**src/verilog/qec_defs.svh**
```systemverilog
`ifndef QEC_DEFS_SVH
`define QEC_DEFS_SVH

`define QEC_DX 5
`define QEC_DZ 4
`define QEC_ROUNDS ((`QEC_DX > `QEC_DZ) ? `QEC_DX : `QEC_DZ)

`define QEC_HOR_COUNT (`QEC_DX * (`QEC_DZ + 1))
`define QEC_VER_COUNT (`QEC_DZ * (`QEC_DX - 1))
`define QEC_MEAS_COUNT (`QEC_DX * `QEC_DZ)
`define QEC_STREAM_COUNT (`QEC_HOR_COUNT + `QEC_VER_COUNT + `QEC_MEAS_COUNT)
`define QEC_VER_LINES (`QEC_DZ * (`QEC_DX + 1))

`define QEC_SYN_W (`QEC_DX * `QEC_DZ * `QEC_ROUNDS)
`define QEC_ERR_W (`QEC_ROUNDS + 1)
`define QEC_PROB_W 12
`define QEC_IDX_W 6
`endif

```
**src/verilog/syndrome_builder.sv**
```systemverilog
`timescale 1ns/1ps
`include "qec_defs.svh"

module syndrome_builder (
    input  logic                                   clk,
    input  logic                                   arst_n,
    input  logic [`QEC_HOR_COUNT*`QEC_ERR_W-1:0]   hor_err,
    input  logic [`QEC_VER_LINES*`QEC_ERR_W-1:0]   ver_err,
    input  logic [`QEC_MEAS_COUNT*`QEC_ERR_W-1:0]  meas_err,
    input  logic                                   err_valid,
    output logic [`QEC_SYN_W-1:0]                  syndrome,
    output logic                                   syndrome_valid
);

    localparam int EW = `QEC_ERR_W;

    logic [`QEC_SYN_W-1:0] syn_next;

    for (genvar k = 0; k < `QEC_ROUNDS; k++) begin : g_k
        for (genvar i = 0; i < `QEC_DX; i++) begin : g_i
            for (genvar j = 0; j < `QEC_DZ; j++) begin : g_j
                localparam int H = i * (`QEC_DZ + 1) + j;
                localparam int V = j * (`QEC_DX + 1) + i; // Lines i and i+1 of row j.
                localparam int M = i * `QEC_DZ + j;
                assign syn_next[i*`QEC_DZ + j + k*`QEC_DZ*`QEC_DX] =
                    hor_err[H*EW + k] ^ hor_err[(H+1)*EW + k] ^
                    ver_err[V*EW + k] ^ ver_err[(V+1)*EW + k] ^
                    meas_err[M*EW + k] ^ meas_err[M*EW + k + 1];
            end
        end
    end

    always_ff @(posedge clk) begin
        if (err_valid) begin
            syndrome <= syn_next;
        end
    end

    always_ff @(posedge clk or negedge arst_n) begin
        if (!arst_n) begin
            syndrome_valid <= 1'b0;
        end else begin
            syndrome_valid <= err_valid;
        end
    end

endmodule
```
**config.mk**
```make
export PLATFORM = sky130hd
export DESIGN_NAME = syndrome_builder
export DESIGN_NICKNAME = d
export VERILOG_FILES = /design/src/verilog/syndrome_builder.sv
export VERILOG_INCLUDE_DIRS = /design/src /design/src/verilog
export SDC_FILE = /design/constraint.sdc
export NUM_CORES = 1
export LEC_CHECK = 0
export ABC_AREA = 0
export BUFFER_PORTS_ARGS = -buffer_cell sky130_fd_sc_hd__buf_2
export CORE_AREA = 5 5 198 200
export CTS_BUF_LIST = sky130_fd_sc_hd__clkbuf_16
export DETAILED_ROUTE_END_ITERATION = 16
export DIE_AREA = 0 0 203 205
export GPL_TIMING_DRIVEN = 0
export PLACE_DENSITY = 0.5
export SETUP_SLACK_MARGIN = 0.3
export SYNTH_ARGS = -nofsm -noshare
export SYNTH_HDL_FRONTEND = slang
export SYNTH_SLANG_ARGS = --single-unit
export TNS_END_PERCENT = 100
```
**constraint.sdc**
```tcl
create_clock -name clk -period 0.8 [get_ports clk]
set_clock_uncertainty 0.05 [all_clocks]
set_input_delay 0.12 -clock clk [delete_from_list [all_inputs] [get_ports clk]]
set_output_delay 0.12 -clock clk [all_outputs]
set_load 0.1 [all_outputs]
```
==> flow_summary_export.csv <==
group,metric,value,unit
status,status,"finished, violations left",
status,failed_checks,"hold timing, setup timing",
floorplanning,die_y,205,um
global_route,grt_pass1_vias,6625,
setup_path,critical_path_class,"flop to output port",
layout,drive_gt1_share,78.03,%
route,viasPerCell,3.964,
pwr,p_leak,7.855,nW
timing,rsz0062_at_grt,"yes",
layout,area_growth,110.2,%
pwr,internal_power,0.01769,W
global_route,grt_max_degree,25,
pwr,swShare,44.39,%
layout,n_antenna_cell,0,
route,wl_met3,3129,um
synthesis,synth_cell_types,4,
floorplanning,initial_core_util,21.24,%
layout,fillers,3247,
global_route,grt.overflow.total,0,
synthesis,syn_area_per_cell,15.78,sq um
layout,regArea,3032,sq um
timing,slew_headroom,83.59,%
synthesis,synth-seq-cells,101,
clocking,htree_num_levels,3,
place,gp_congestion,0.8165,
route,post-route-drc-count,0,
floorplanning,die-area,41620,sq um
synthesis,ys_top_cells_by_area,"edfxtp_1 (38%), xnor2_1 (33%), xnor3_1 (28%)",
route,final_antenna_net_count,0,
clocking,cts_tree,"yes",
route,m1WireLength,11210,um
pwr,net-switching-power,0.01412,W
route,routed_wl,32880,um
layout,final_util,44.66,%
route,drt_iter0_markers,160,
place,port_buffers,468,
synthesis,ys_warn_count,0,
route,wire_per_inst,22.22,um
route,first_pass_iters,4,
route,dr_wl_met2,18120,um
clocking,cts_made_buffers,9,
setup_path,max_stage_delay,0.45,ns
timing,final.setup.tns,-33.29,ns
clocking,clock_path_buffers,2,
setup_path,crit_chain,"buf_6",
place,hpwl,26180,um
setup_path,cp_data_required_time,0.63,ns
floorplanning,fp.dieW,203,um
route,via_count,5867,
clocking,clkTransAtPathRegs,0.08,ns
timing,min_period,1.207,ns
timing,slew_viol_final,0,
global_route,antenna_found_initial,0,
floorplanning,rows,71,
synthesis,syn_nets,918,
timing,hold_viol_final,1,
synthesis,synthCells,501,
global_route,track_usage,14.94,%
synthesis,yosysTopAreaCellShare,37.97,%
route,top_layer_used,"met4",
setup_path,end_kind,"output port",
layout,multi_input_comb_area,7512,sq um
layout,fin_nets,1418,
clocking,clock_sinks,101,
synthesis,ys_seq_area_share,38.29,%
run,cap_violations,0,
clocking,hold_buffers,1,
layout,stdcell_area,16620,sq um
timing,holdWs,-0.009863,ns
timing,tightest_slew,0.2444,ns
setup_path,slowest_stage,"edfxtp_1",
setup_path,crit_family,"flip-flops",
floorplanning,coreArea,37220,sq um
timing,setup_viol,101,
timing,post-route-period-util,150.8,%
pwr,power_frac_comb,61.5,%
place,dpl_cell_area,11630,sq um
pwr,irDropWorstVdd,1.470,mV
setup_path,startpoint_type,"flop",
synthesis,synth_area,7908,sq um
timing,max_freq,828.8,MHz
pwr,p_seq_share,24.9,%
pwr,power_density,1913,nW/um^2
setup_path,cp.arrival,1.04,ns
global_route,grt_pass1_wl,44500,um
setup_path,cp_num_buf_inv,1,
setup_path,cp_max_fo,1,
pwr,clock_power_share,13.6,%
timing,setup_ws,-0.4066,ns
synthesis,synth_area_leader_cell,"edfxtp_1",
worst_hold_path,min_path_type,"input pin to asynchronous set/reset pin",
floorplanning,io_pins,518,
place,place_worst_setup_slack,-0.6504,ns
clocking,root_buffer,"clkbuf_16",
## through the flow
stage | cells | power (W)
finish | 1480 | 0.03181
global route | 1480 | 0.03294
CTS | 1469 | 0.03112
detailed placement | 1444 | 0.02357
global placement | 1443 | 0.02344
floorplan | 501 | 0.02003
## timing repair
item                                   CTS  global route
endpoints found under the hold margin    1             1
setup endpoints to repair              301           201
buffers inserted                         3            11
pin swaps                              152           150
resized for setup                      646           378
cloned                                   5             0
## power groups by stage
stage | Clock (W) | Sequential, W | Combinational, W
global route | 0.00479 | 0.00802 | 0.0201
floorplan | 0 | 0.0157 | 0.00431
finish | 0.00434 | 0.00792 | 0.0195
CTS | 0.00460 | 0.00792 | 0.0186
global placement | 0 | 0.00772 | 0.0157
detailed placement | 0 | 0.00774 | 0.0158
## synth_stat cells
| library cell | count |
|---|---|
| edfxtp_1 | 100 |
| dfrtp_1 | 1 |
| xnor2_1 | 300 |
| xnor3_1 | 100 |
## worst max path at each step
| stage | cells after the start | start | slack [ns] | end |
|---|---|---|---|---|
| after global placement | 1 | err_valid | -1.90 | syndrome[56] |
| final | 1 | syndrome[36] | -0.41 | syndrome[36] |
| after CTS | 1 | syndrome[36] | -0.44 | syndrome[36] |
| after global routing | 1 | syndrome_valid | -0.44 | syndrome_valid |
| after floorplan | 0 | syndrome[0] | -0.27 | syndrome[0] |
| after detailed placement | 3 | ver_err[20] | -0.65 | syndrome[48] |
## cell families (layout without fill, tap and decap cells)
group,after synthesis,in the layout,share of synthesized area [%]
XOR/XNOR,400,400,61.71
buffers and inverters,0,505,0
flip-flops,101,101,38.29
## layer usage
metal | up-vias | track usage (%)
met5 | - | 0
met4 | 0 | 3.492
met3 | 19 | 5.905
met2 | 306 | 28.12
met1 | 2799 | 15.64
li1 | 2743 | -
## layout by cell type, fill, tap and decap left out, drive strengths merged
master / instances
clkinvlp: 2
xnor2: 300
clkbuf: 9
bufbuf: 2
dfrtp: 1
buf: 486
inv: 1
clkinv: 4
xnor3: 100
edfxtp: 100
dlygate4sd3: 1
## cell type report
class / count / share of cell area, %
flip-flops and latches: 101 / 18.24
multi-input cells: 400 / 45.19
well taps: 474 / 3.568
clock buffers: 9 / 1.355
repair buffers: 489 / 31.44
clock inverters: 7 / 0.2107
## registers in the layout, indices dropped and copies added, names as in the netlist
signal and flops:
syndrome 100, syndrome_valid 1
Power figures use the tool's default switching activity.
